===== config.mk =====
export PLATFORM = sky130hd
export DESIGN_NAME = calc_top
export DESIGN_NICKNAME = d
export VERILOG_FILES = /design/src/source/calc_pkg.sv /design/src/source/calc_alu_if.sv /design/src/source/key_decode.sv /design/src/source/alu_execute.sv /design/src/source/result_store.sv /design/src/source/calc_top.sv
export VERILOG_INCLUDE_DIRS = /design/src /design/src/include
export SDC_FILE = /design/constraint.sdc
export NUM_CORES = 1
export LEC_CHECK = 0
export BUFFER_PORTS_ARGS = -buffer_cell sky130_fd_sc_hd__buf_2
export CAP_MARGIN = 0
export CORE_AREA = 10 10 140 142
export DETAILED_ROUTE_END_ITERATION = 10
export DIE_AREA = 0 0 150 152
export PLACE_DENSITY = 0.72
export SYNTH_ARGS = -nofsm -noshare
export SYNTH_HDL_FRONTEND = slang
export SYNTH_SLANG_ARGS = --single-unit

===== constraint.sdc =====
create_clock -name clk -period 5.85 [get_ports clk]
set_input_delay 0.585 -clock clk [delete_from_list [all_inputs] [get_ports clk]]
set_output_delay 0.585 -clock clk [all_outputs]
set_load 0.005 [all_outputs]

===== src/include/calc_macros.svh =====
`ifndef CALC_MACROS_SVH
`define CALC_MACROS_SVH

// Operand, result and register file word width
`define CALC_WIDTH 16

// Nibble cycles per ALU operation
`define CALC_STAGES 4

// Register file words
// 0 operand one
// 1 operand two
// 2 last result
// 3 completed calculations
`define CALC_DEPTH 4

`endif


===== src/source/calc_pkg.sv =====
`include "calc_macros.svh"

package calc_pkg;

    // Keypad entry FSM states
    typedef enum logic [2:0] {
        FIRST_NUM  = 3'd0,                  // Collecting operand one
        SECOND_NUM = 3'd1,                  // Collecting operand two
        SEND       = 3'd2,                  // Start pulse to the ALU
        WAIT_ALU   = 3'd3,                  // Waiting for finish
        SHOW       = 3'd4                   // Result on display
    } calc_state_e;

    typedef enum logic {
        OP_ADD = 1'b0,
        OP_SUB = 1'b1
    } calc_op_e;

    // Register file word map
    typedef enum logic [$clog2(`CALC_DEPTH)-1:0] {
        ADDR_OPND1  = 0,
        ADDR_OPND2  = 1,
        ADDR_RESULT = 2,
        ADDR_COUNT  = 3
    } calc_addr_e;

endpackage


===== src/source/calc_alu_if.sv =====
`timescale 1ns/10ps
`include "calc_macros.svh"

interface calc_alu_if;

    logic [`CALC_WIDTH-1:0] a;              // Operand one
    logic [`CALC_WIDTH-1:0] b;              // Operand two
    calc_pkg::calc_op_e     op;
    logic                   start;          // One-cycle request pulse
    logic [`CALC_WIDTH-1:0] result;         // Valid with finish
    logic                   finish;         // One-cycle done pulse

    // Keypad side issues the request
    modport decode (
        output a,
        output b,
        output op,
        output start,
        input  finish
    );

    modport execute (
        input  a,
        input  b,
        input  op,
        input  start,
        output result,
        output finish
    );

    // Result side only watches completion
    modport store (
        input  result,
        input  finish
    );

endinterface


===== src/source/key_decode.sv =====
`timescale 1ns/10ps
`include "calc_macros.svh"

module key_decode (
    input  logic                   clk,
    input  logic                   reset,
    input  logic                   key_valid,
    input  logic [3:0]             key_digit,
    input  logic                   op_valid,
    input  calc_pkg::calc_op_e     op_sel,
    input  logic                   equal,
    output logic                   busy,
    output logic                   opnd_we,
    output calc_pkg::calc_addr_e   opnd_addr,
    output logic [`CALC_WIDTH-1:0] opnd_data,
    calc_alu_if.decode             alu
);

    localparam int W = `CALC_WIDTH;

    calc_pkg::calc_state_e state_q;
    calc_pkg::calc_state_e state_d;
    calc_pkg::calc_op_e    op_q;            // Latched operator

    logic [W-1:0] operand1;
    logic [W-1:0] operand2;
    logic [W-1:0] acc_src;                  // Operand being built
    logic [W-1:0] acc_next;                 // Operand with new digit appended
    logic         entry;
    logic         digit_ok;

    assign entry    = (state_q == calc_pkg::FIRST_NUM) || (state_q == calc_pkg::SECOND_NUM);
    assign digit_ok = entry && key_valid && (key_digit <= 4'd9);   // Codes above 9 dropped
    assign busy     = state_q inside {calc_pkg::SEND, calc_pkg::WAIT_ALU, calc_pkg::SHOW};

    // Decimal shift that wraps modulo 2^W
    assign acc_src  = (state_q == calc_pkg::FIRST_NUM) ? operand1 : operand2;
    assign acc_next = W'(acc_src * W'(10)) + W'(key_digit);

    // Operands stay put from SEND until the FSM leaves SHOW
    assign alu.a     = operand1;
    assign alu.b     = operand2;
    assign alu.op    = op_q;
    assign alu.start = (state_q == calc_pkg::SEND);

    // A digit takes priority over operator or equal in the same cycle
    always_comb begin
        state_d = state_q;
        case (state_q)
            calc_pkg::FIRST_NUM: begin
                if (!digit_ok && op_valid)
                    state_d = calc_pkg::SECOND_NUM;
            end
            calc_pkg::SECOND_NUM: begin
                if (!digit_ok && equal)
                    state_d = calc_pkg::SEND;
            end
            calc_pkg::SEND: begin
                state_d = calc_pkg::WAIT_ALU;
            end
            calc_pkg::WAIT_ALU: begin
                if (alu.finish)
                    state_d = calc_pkg::SHOW;
            end
            calc_pkg::SHOW: begin
                state_d = calc_pkg::FIRST_NUM;
            end
            default: begin
                state_d = calc_pkg::FIRST_NUM;
            end
        endcase
    end

    always_ff @(posedge clk or posedge reset) begin
        if (reset) begin
            state_q  <= calc_pkg::FIRST_NUM;
            op_q     <= calc_pkg::OP_ADD;
            operand1 <= '0;
            operand2 <= '0;
            opnd_we  <= 1'b0;
        end else begin
            state_q <= state_d;
            opnd_we <= digit_ok;                        // Copy to register file next edge
            if (digit_ok) begin
                if (state_q == calc_pkg::FIRST_NUM)
                    operand1 <= acc_next;
                else
                    operand2 <= acc_next;
            end
            if ((state_q == calc_pkg::FIRST_NUM) && op_valid && !digit_ok)
                op_q <= op_sel;
            if (state_q == calc_pkg::SHOW) begin        // Fresh entry for next calculation
                operand1 <= '0;
                operand2 <= '0;
            end
        end
    end

    // Write request payload for the register file
    always_ff @(posedge clk) begin
        if (digit_ok) begin
            if (state_q == calc_pkg::FIRST_NUM)
                opnd_addr <= calc_pkg::ADDR_OPND1;
            else
                opnd_addr <= calc_pkg::ADDR_OPND2;
            opnd_data <= acc_next;
        end
    end

endmodule


===== src/source/alu_execute.sv =====
`timescale 1ns/10ps
`include "calc_macros.svh"

module alu_execute (
    input  logic        clk,
    input  logic        reset,
    calc_alu_if.execute alu
);

    localparam int W      = `CALC_WIDTH;
    localparam int STAGES = `CALC_STAGES;
    localparam int NIB    = W / STAGES;                     // Bits handled per cycle
    localparam int SW     = (STAGES > 1) ? $clog2(STAGES) : 1;

    logic               running;
    logic [SW-1:0]      stage;
    logic               carry;              // Carry or inverted borrow between nibbles
    logic               finish_q;
    calc_pkg::calc_op_e op_q;
    logic [W-1:0]       a_sh;
    logic [W-1:0]       b_sh;
    logic [W-1:0]       res_sh;             // Result nibbles enter from the top
    logic               step;
    logic               load;
    logic               sub_now;
    logic               cin;
    logic [NIB-1:0]     nib_a;
    logic [NIB-1:0]     nib_b;
    logic [NIB:0]       nib_sum;

    // First nibble comes straight off the bus in the start cycle
    assign load    = alu.start && !running;
    assign step    = running || alu.start;
    assign sub_now = running ? (op_q == calc_pkg::OP_SUB) : (alu.op == calc_pkg::OP_SUB);
    assign nib_a   = running ? a_sh[NIB-1:0] : alu.a[NIB-1:0];
    assign nib_b   = (running ? b_sh[NIB-1:0] : alu.b[NIB-1:0]) ^ {NIB{sub_now}};
    assign cin     = running ? carry : sub_now;     // Subtract is a + ~b + 1
    assign nib_sum = {1'b0, nib_a} + {1'b0, nib_b} + {{NIB{1'b0}}, cin};

    assign alu.result = res_sh;
    assign alu.finish = finish_q;

    always_ff @(posedge clk or posedge reset) begin
        if (reset) begin
            running  <= 1'b0;
            stage    <= '0;
            carry    <= 1'b0;
            finish_q <= 1'b0;
        end else begin
            finish_q <= 1'b0;
            if (step) begin
                carry <= nib_sum[NIB];
                if (stage == SW'(STAGES - 1)) begin     // Last nibble done
                    running  <= 1'b0;
                    stage    <= '0;
                    finish_q <= 1'b1;
                end else begin
                    running <= 1'b1;
                    stage   <= stage + SW'(1);
                end
            end
        end
    end

    always_ff @(posedge clk) begin
        if (load) begin
            a_sh <= alu.a >> NIB;
            b_sh <= alu.b >> NIB;
            op_q <= alu.op;
        end else if (running) begin
            a_sh <= a_sh >> NIB;
            b_sh <= b_sh >> NIB;
        end
        if (step)
            res_sh <= {nib_sum[NIB-1:0], res_sh[W-1:NIB]};
    end

endmodule


===== src/source/result_store.sv =====
`timescale 1ns/10ps
`include "calc_macros.svh"

module result_store (
    input  logic                   clk,
    input  logic                   reset,
    input  logic                   opnd_we,
    input  calc_pkg::calc_addr_e   opnd_addr,
    input  logic [`CALC_WIDTH-1:0] opnd_data,
    calc_alu_if.store              alu,
    input  calc_pkg::calc_addr_e   mem_addr,
    input  logic                   oe,
    output logic [`CALC_WIDTH-1:0] data,
    output logic [`CALC_WIDTH-1:0] display_output,
    output logic                   complete
);

    localparam int W     = `CALC_WIDTH;
    localparam int DEPTH = `CALC_DEPTH;

    logic [W-1:0] regs [DEPTH];
    logic [W-1:0] count_next;

    assign count_next = regs[calc_pkg::ADDR_COUNT] + W'(1);    // Wraps at 2^W

    // Operand copies from decode and the result and counter from the ALU
    always_ff @(posedge clk or posedge reset) begin
        if (reset) begin
            for (int i = 0; i < DEPTH; i++) begin
                regs[i] <= '0;
            end
        end else begin
            if (opnd_we)
                regs[opnd_addr] <= opnd_data;
            if (alu.finish) begin
                regs[calc_pkg::ADDR_RESULT] <= alu.result;
                regs[calc_pkg::ADDR_COUNT]  <= count_next;
            end
        end
    end

    // Display holds the last result until the next finish
    always_ff @(posedge clk or posedge reset) begin
        if (reset) begin
            display_output <= '0;
            complete       <= 1'b0;
        end else begin
            complete <= alu.finish;                 // One cycle after finish
            if (alu.finish)
                display_output <= alu.result;
        end
    end

    // Registered read port with one cycle latency
    always_ff @(posedge clk or posedge reset) begin
        if (reset) begin
            data <= '0;
        end else if (oe) begin
            data <= regs[mem_addr];
        end
    end

endmodule


===== src/source/calc_top.sv =====
`timescale 1ns/10ps
`include "calc_macros.svh"

module calc_top (
    input  logic                   clk,
    input  logic                   reset,
    input  logic                   key_valid,
    input  logic [3:0]             key_digit,
    input  logic                   op_valid,
    input  logic                   op_sel,          // 0 add, 1 subtract
    input  logic                   equal,
    input  logic [1:0]             mem_addr,
    input  logic                   oe,
    output logic                   busy,
    output logic                   complete,
    output logic [`CALC_WIDTH-1:0] display_output,
    output logic [`CALC_WIDTH-1:0] data
);

    logic                   opnd_we;
    calc_pkg::calc_addr_e   opnd_addr;
    logic [`CALC_WIDTH-1:0] opnd_data;

    calc_alu_if alu_bus ();                         // Decode to ALU to result store

    key_decode u_decode (
        .clk       (clk),
        .reset     (reset),
        .key_valid (key_valid),
        .key_digit (key_digit),
        .op_valid  (op_valid),
        .op_sel    (calc_pkg::calc_op_e'(op_sel)),
        .equal     (equal),
        .busy      (busy),
        .opnd_we   (opnd_we),
        .opnd_addr (opnd_addr),
        .opnd_data (opnd_data),
        .alu       (alu_bus.decode)
    );

    alu_execute u_execute (
        .clk   (clk),
        .reset (reset),
        .alu   (alu_bus.execute)
    );

    result_store u_result (
        .clk            (clk),
        .reset          (reset),
        .opnd_we        (opnd_we),
        .opnd_addr      (opnd_addr),
        .opnd_data      (opnd_data),
        .alu            (alu_bus.store),
        .mem_addr       (calc_pkg::calc_addr_e'(mem_addr)),
        .oe             (oe),
        .data           (data),
        .display_output (display_output),
        .complete       (complete)
    );

endmodule


==> impl_metrics.toml, run 1 <==
[logic_synthesis]
syn_area_um2 = 9140
synth_area_leaders = "dfrtp_1, edfxtp_1, mux2_2"
synthArstFlopShare_pct = 70.6
yosysSeqAreaShare_pct = 57.1
avgSynthCellArea_um2 = 12.5
ys_warn_count = 0
synth_top_area_cell = "dfrtp_1"
yosys.area.top_type_share_pct = 38.0
synth_nets = 776
synth-seq-cells = 197
synth_cells = 730
synth_edf_count = 58
ys.flop_type = "dfrtp_1"
ys_types = 54

[worst_setup_path]
slowest_delay_ns = 0.69
path_buf_inv = 1
critPathKind = "reg -> reg"
end_kind = "register"
cp_data_arrival_time_ns = 4.83
path_delay_family = "simple AND/OR/NAND/NOR gates"
crit_chain = "nor3_2 -> mux2_2 -> ha_1 -> ha_1 -> fa_1 -> a211oi_2 -> nor2_1 -> xor2_1 -> nand3_1 -> nor4b_4 -> nand3_1 -> xor2_1 -> inv_1"
critPathSlowestCell = "nor3_2"
cp.required_ns = 6.03
startpoint_type = "register"
crit_fanout = 10

[clocking]
cts_tree = "yes"
cts.hold.buffers_added = 0
ctsResizeCount = 0
clk_path_buf_depth = 2
clock-sinks = 197
cts_buffers = 17
htree_levels = 4
path_clk_slew_ns = 0.07
cts_root_buf = "clkbuf_16"
insertion_delay_ns = 0.43
postCtsSetupBuffers = 0

[global_routing]
grt_max_degree = 97
overflow = 0
antenna_found_initial = 0
grt_usage_pct = 17.7
grt_pass1_wl_mm = 31.9
grt_pass1_vias = 5929

[placement]
dpl_cell_area_um2 = 9600
dpl.hpwl_mm = 14.2
gp_congestion = 0.950
numPortBuffers = 46
dp_cells = 976

[timing]
rsz0062_at_grt = "false"
hold_viol = 0
finClkSkew_ns = 0.00869
period_minus_slack_ns = 4.65
maxSlewViolCount = 0
slew_headroom_pct = 13.1
tightest_slew_ns = 1.30
timing.final.crit_share_pct = 79.5
fmax_mhz = 215
finalSetupViolCount = 0
setup_tns_ns = 0

[cells_and_area]
final_nets = 816
fin_area_um2 = 10100
antenna_cells = 0
final_layout_size_suffix_gt1_share_pct = 23.1
layout_commonest_cell = "dfrtp_1"
final_cell_mix = "dfrtp_1, mux2_2, nand2_1"
fill_cells = 1353
fin_cells = 1008
syn_to_final_growth_pct = 10.8

[route]
wl_per_cell_um = 19.5
wl_met3_um = 894
via_per_inst = 5.63
met2_length_mm = 10.2
via_count = 5674
remaining_drc_errors = 0
drt-met1-wl_mm = 8.25
dr.pass1.iters = 5
finalWirelength_mm = 19.6
drt.antenna.violating_nets = 0
drt_iter0_drc = 396
top_layer = "met4"

[floorplanning]
die_h_um = 152
num_rows = 48
die_area_um2 = 22800
core_area_um2 = 16900
initial_core_util_pct = 54.0
num_io_pins = 47
die_x_um = 150

[power]
ir_drop_v = 0.000680
seqPwrFrac_pct = 38.0
swShare_pct = 39.6
power_switching_mw = 2.74
p_per_area_nw_per_um2 = 683
combPwrFrac_pct = 46.5
clkPwrFrac_pct = 15.5
intPower_mw = 4.18
p_leak_nw = 4.43

[job]
drv_cap = 0

[run_status]
status = "completed"

[min_path]
hp-class = "in -> async"
-- cell families (layout without fill, tap and decap cells) --
group	count (synthesis)	after routing	share of synthesized area (%)
flip-flops	197	197	57.1
AND/OR/NAND/NOR	163	163	8.46
AO/OA/AOI/OAI	103	103	6.90
multiplexers	102	102	14.5
buffers and inverters	85	138	3.52
XOR/XNOR	47	47	4.73
adder cells (fa/ha/maj)	33	33	4.84
-- cell usage after synthesis, types with 9 or more instances --
cell type / count
nand3_1: 9
nand4_1: 9
mux2_2: 69
dfrtp_1: 139
a21oi_1: 16
mux2_1: 12
o21ai_0: 45
inv_1: 54
xnor2_1: 26
and2_1: 10
clkbuf_1: 27
xor2_1: 19
mux4_2: 16
ha_1: 29
nor2_1: 41
edfxtp_1: 58
nand2_1: 67
o21ai_1: 9
-- state kept, by name, indices dropped and copies added (netlist names), 12 cells and up --
register                 cells
u_result.regs               64
u_decode.alu.a              16
u_decode.alu.b              16
u_decode.opnd_data          16
u_execute.alu.result        16
u_result.data               16
u_result.display_output     16
u_execute.a_sh              12
u_execute.b_sh              12
-- power groups by stage --
stage	Combinational (mW)	Sequential, mW	Clock (mW)
floorplan	2.46	2.47	0
global placement	3.06	2.61	0
detailed placement	3.21	2.65	0
CTS	3.23	2.63	1.09
global route	3.59	2.69	1.15
finish	3.22	2.63	1.07
-- path summary, 6_finish.rpt --
check / start / cells past startpoint / to / slack [ns]
setup / recovery: u_decode.state_q[0] / 13 / u_decode.opnd_data[14] / 1.20
hold / removal: reset / 2 / u_decode.alu.op / 0.33
setup reg to reg: u_decode.state_q[0] / 13 / u_decode.opnd_data[14] / 1.20
hold reg to reg: u_execute.alu.result[15] / 0 / u_execute.alu.result[11] / 0.44
max in group asynchronous: reset / 3 / u_result.regs[41] / 4.42
min in group clk: op_sel / 2 / u_decode.alu.op / 0.40
-- layout make-up --
type | count | area [um2] | area share [%]
inverter | 54 | 208 | 2.05
sequential | 197 | 5220 | 51.5
multi-input combinational | 448 | 3610 | 35.7
clock buffer | 20 | 437 | 4.31
timing repair buffer | 52 | 275 | 2.72
clock inverter | 12 | 93.8 | 0.926
tap | 225 | 282 | 2.78
-- metrics by stage --
stage | setup slack [ns] | total power, mW | utilization (%) | hold slack [ns]
5_1_grt | 0.916 | 7.43 | 59.8 | 0.392
4_1_cts | 1.25 | 6.94 | 59.8 | 0.370
3_5_place_dp | 1.26 | 5.87 | 56.7 | 0.432
3_3_place_gp | 1.41 | 5.67 | 56.7 | 0.428
6_report | 1.20 | 6.92 | 59.8 | 0.333
2_1_floorplan | 1.31 | 4.92 | - | 0.372
-- routing by layer --
metal	global-route usage, %	vias to the layer above
li1	-	2617
met1	22.8	2887
met2	29.5	145
met3	3.65	25
met4	5.14	0
met5	0	-
Note: power is estimated with default switching activity, not from simulation.
==> run 2: changes to the inputs <==
--- a/config.mk
+++ b/config.mk
@@ -6,11 +6,12 @@
 export SDC_FILE = /design/constraint.sdc
 export NUM_CORES = 1
 export LEC_CHECK = 0
+export ABC_AREA = 1
 export BUFFER_PORTS_ARGS = -buffer_cell sky130_fd_sc_hd__buf_2
 export CAP_MARGIN = 0
-export CORE_AREA = 10 10 140 142
+export CORE_AREA = 10 10 142 144
 export DETAILED_ROUTE_END_ITERATION = 10
-export DIE_AREA = 0 0 150 152
+export DIE_AREA = 0 0 152 154
 export PLACE_DENSITY = 0.72
 export SYNTH_ARGS = -nofsm -noshare
 export SYNTH_HDL_FRONTEND = slang
==> constraint.sdc (replaced) <==
create_clock -name clk -period 4.34 [get_ports clk]
set_input_delay 0.434 -clock clk [delete_from_list [all_inputs] [get_ports clk]]
set_output_delay 0.434 -clock clk [all_outputs]
set_load 0.005 [all_outputs]
==> impl_metrics.toml, run 2 <==
[clocking]
clock-sinks = 197
clk_path_buf_depth = 2
cts_tree = "yes"
cts_buffers = 17
ctsResizeCount = 0
path_clk_slew_ns = 0.07
cts.hold.buffers_added = 0
htree_levels = 4
postCtsSetupBuffers = 0
insertion_delay_ns = 0.44
cts_root_buf = "clkbuf_16"

[timing]
rsz0062_at_grt = "false"
finalSetupViolCount = 0
timing.final.crit_share_pct = 88.9
finClkSkew_ns = 0.0116
slew_headroom_pct = 36.0
period_minus_slack_ns = 3.86
maxSlewViolCount = 0
setup_tns_ns = 0
tightest_slew_ns = 0.960
fmax_mhz = 259
hold_viol = 0

[floorplanning]
num_rows = 48
die_h_um = 154
core_area_um2 = 17200
die_x_um = 152
die_area_um2 = 23400
num_io_pins = 47
initial_core_util_pct = 54.5

[logic_synthesis]
syn_area_um2 = 9350
yosysSeqAreaShare_pct = 55.8
avgSynthCellArea_um2 = 8.84
synth-seq-cells = 197
synth_top_area_cell = "dfrtp_1"
yosys-top-cells-count = "nand2_1, dfrtp_1, o21ai_0"
synth_cells = 1058
synth_area_leaders = "dfrtp_1, edfxtp_1, nand2_1"
yosysMostFrequentCell = "nand2_1"
ys_warn_count = 0
ys.flop_type = "dfrtp_1"
yosys.area.top_type_share_pct = 37.2
synth_edf_count = 58
ys_types = 38
synth_nets = 1104
synthArstFlopShare_pct = 70.6

[cells_and_area]
final-seq-area_um2 = 5220
final_nets = 1139
layout_commonest_cell = "nand2_1"
largest_reg_flops = 64
antenna_cells = 0
final_layout_size_suffix_gt1_share_pct = 10.0
syn_to_final_growth_pct = 11.0
final_cell_mix = "nand2_1, dfrtp_1, o21ai_0"
fin_cells = 1331
multi_input_area_um2 = 3530
fin_area_um2 = 10400
post-route-util_pct = 60.4
top_register = "u_result.regs"
fill_cells = 1470

[route]
drt_iter0_drc = 649
wl_per_cell_um = 15.5
via_count = 6930
finalWirelength_mm = 20.7
dr.pass1.iters = 5
drt.antenna.violating_nets = 0
remaining_drc_errors = 0
via_per_inst = 5.21

[worst_setup_path]
end_kind = "register"
cp.required_ns = 4.53
cp_data_arrival_time_ns = 4.05
critPathKind = "reg -> reg"
crit_fanout = 14
startpoint_type = "register"

[run_status]
status = "completed"

[power]
p_leak_nw = 5.11
ir_drop_v = 0.000786
p_per_area_nw_per_um2 = 907
p_total_mw = 9.41

[placement]
dp_cells = 1299
gp_congestion = 0.887
dpl_cell_area_um2 = 9780
numPortBuffers = 46
dpl.hpwl_mm = 14.8

[global_routing]
grt_pass1_wl_mm = 33.7
overflow = 0
grt_usage_pct = 17.6
grt_max_degree = 105
antenna_found_initial = 0
grt_pass1_vias = 6585

[job]
drv_cap = 0

[min_path]
hp-class = "in -> async"
run 2: changes by cell type in the layout (fill, tap and decap cells not counted), sizes merged, moves of 16 or more:
cell   before  now
nor2       41  104
o21ai      54  120
xnor2      26    2
mux2       81    0
mux4       16    0
nand2      68  312
inv        60  127
nand3       9   32
run 2: per-stage QoR:
stage / hold WS [ns] / setup slack, ns
6_report: 0.157 / 0.482
5_1_grt: 0.228 / 0.151
4_1_cts: 0.224 / 0.510
3_5_place_dp: 0.434 / 0.537
3_3_place_gp: 0.426 / 0.715
2_1_floorplan: 0.355 / 0.181
run 2: power breakdown:
group	internal, mW	switching (mW)
combinational	1.44	3.00
clock	0.831	0.784
sequential	2.96	0.397
total	5.23	4.18
run 2: path summary, 6_finish.rpt:
kind                                          startpoint  slack [ns]  cells past startpoint                  endpoint
worst max-delay path                 u_decode.state_q[0]        0.48                     15    u_decode.opnd_data[15]
worst min-delay path                               reset        0.16                      2         u_result.regs[60]
worst max register to register       u_decode.state_q[0]        0.48                     15    u_decode.opnd_data[15]
worst min register to register  u_execute.alu.result[15]        0.45                      0  u_execute.alu.result[11]
max in group asynchronous                          reset        3.14                      3         u_decode.alu.a[5]
min in group clk                            key_digit[0]        0.23                      1     u_decode.opnd_data[0]
run 2: final cells by class:
type,count,share of cell area [%]
clock buffer,17,4.10
clock inverter,15,1.71
inverter,119,4.35
multi-input combinational,704,34.0
sequential,197,50.3
tap,225,2.71
timing repair buffer,54,2.80
run 2: routing by layer:
layer	routed length, um	GRT usage (%)	vias to the layer above
li1	-	-	3482
met1	9320	22.6	3240
met2	9880	29.1	165
met3	961	3.29	43
met4	508	6.69	0
met5	0	0	-
run 2: critical path, stage by stage, from the launching register on:
cell and delay (ns):
dfrtp_1 0.42, nor2_1 0.16, nand2_1 0.29, o21ai_0 0.52
ha_1 0.33, ha_1 0.24, fa_1 0.40, xor2_1 0.21
inv_2 0.09, nor2_2 0.13, nand3_2 0.11, nor2_2 0.14
nand3_2 0.13, nor2_4 0.14, nand3_1 0.12, and2_1 0.18
run 2: cell families (layout without fill, tap and decap cells):
| kind of cell | count (synthesis) | count (layout) | share of synthesized area [%] |
|---|---|---|---|
| compound gates | 171 | 171 | 9.46 |
| mux | 3 | 3 | 0.321 |
| flops | 197 | 197 | 55.8 |
| buf+inv | 157 | 205 | 6.39 |
| fa+ha+maj | 33 | 33 | 4.74 |
| simple gates | 472 | 472 | 20.9 |
| xor+xnor | 25 | 25 | 2.42 |
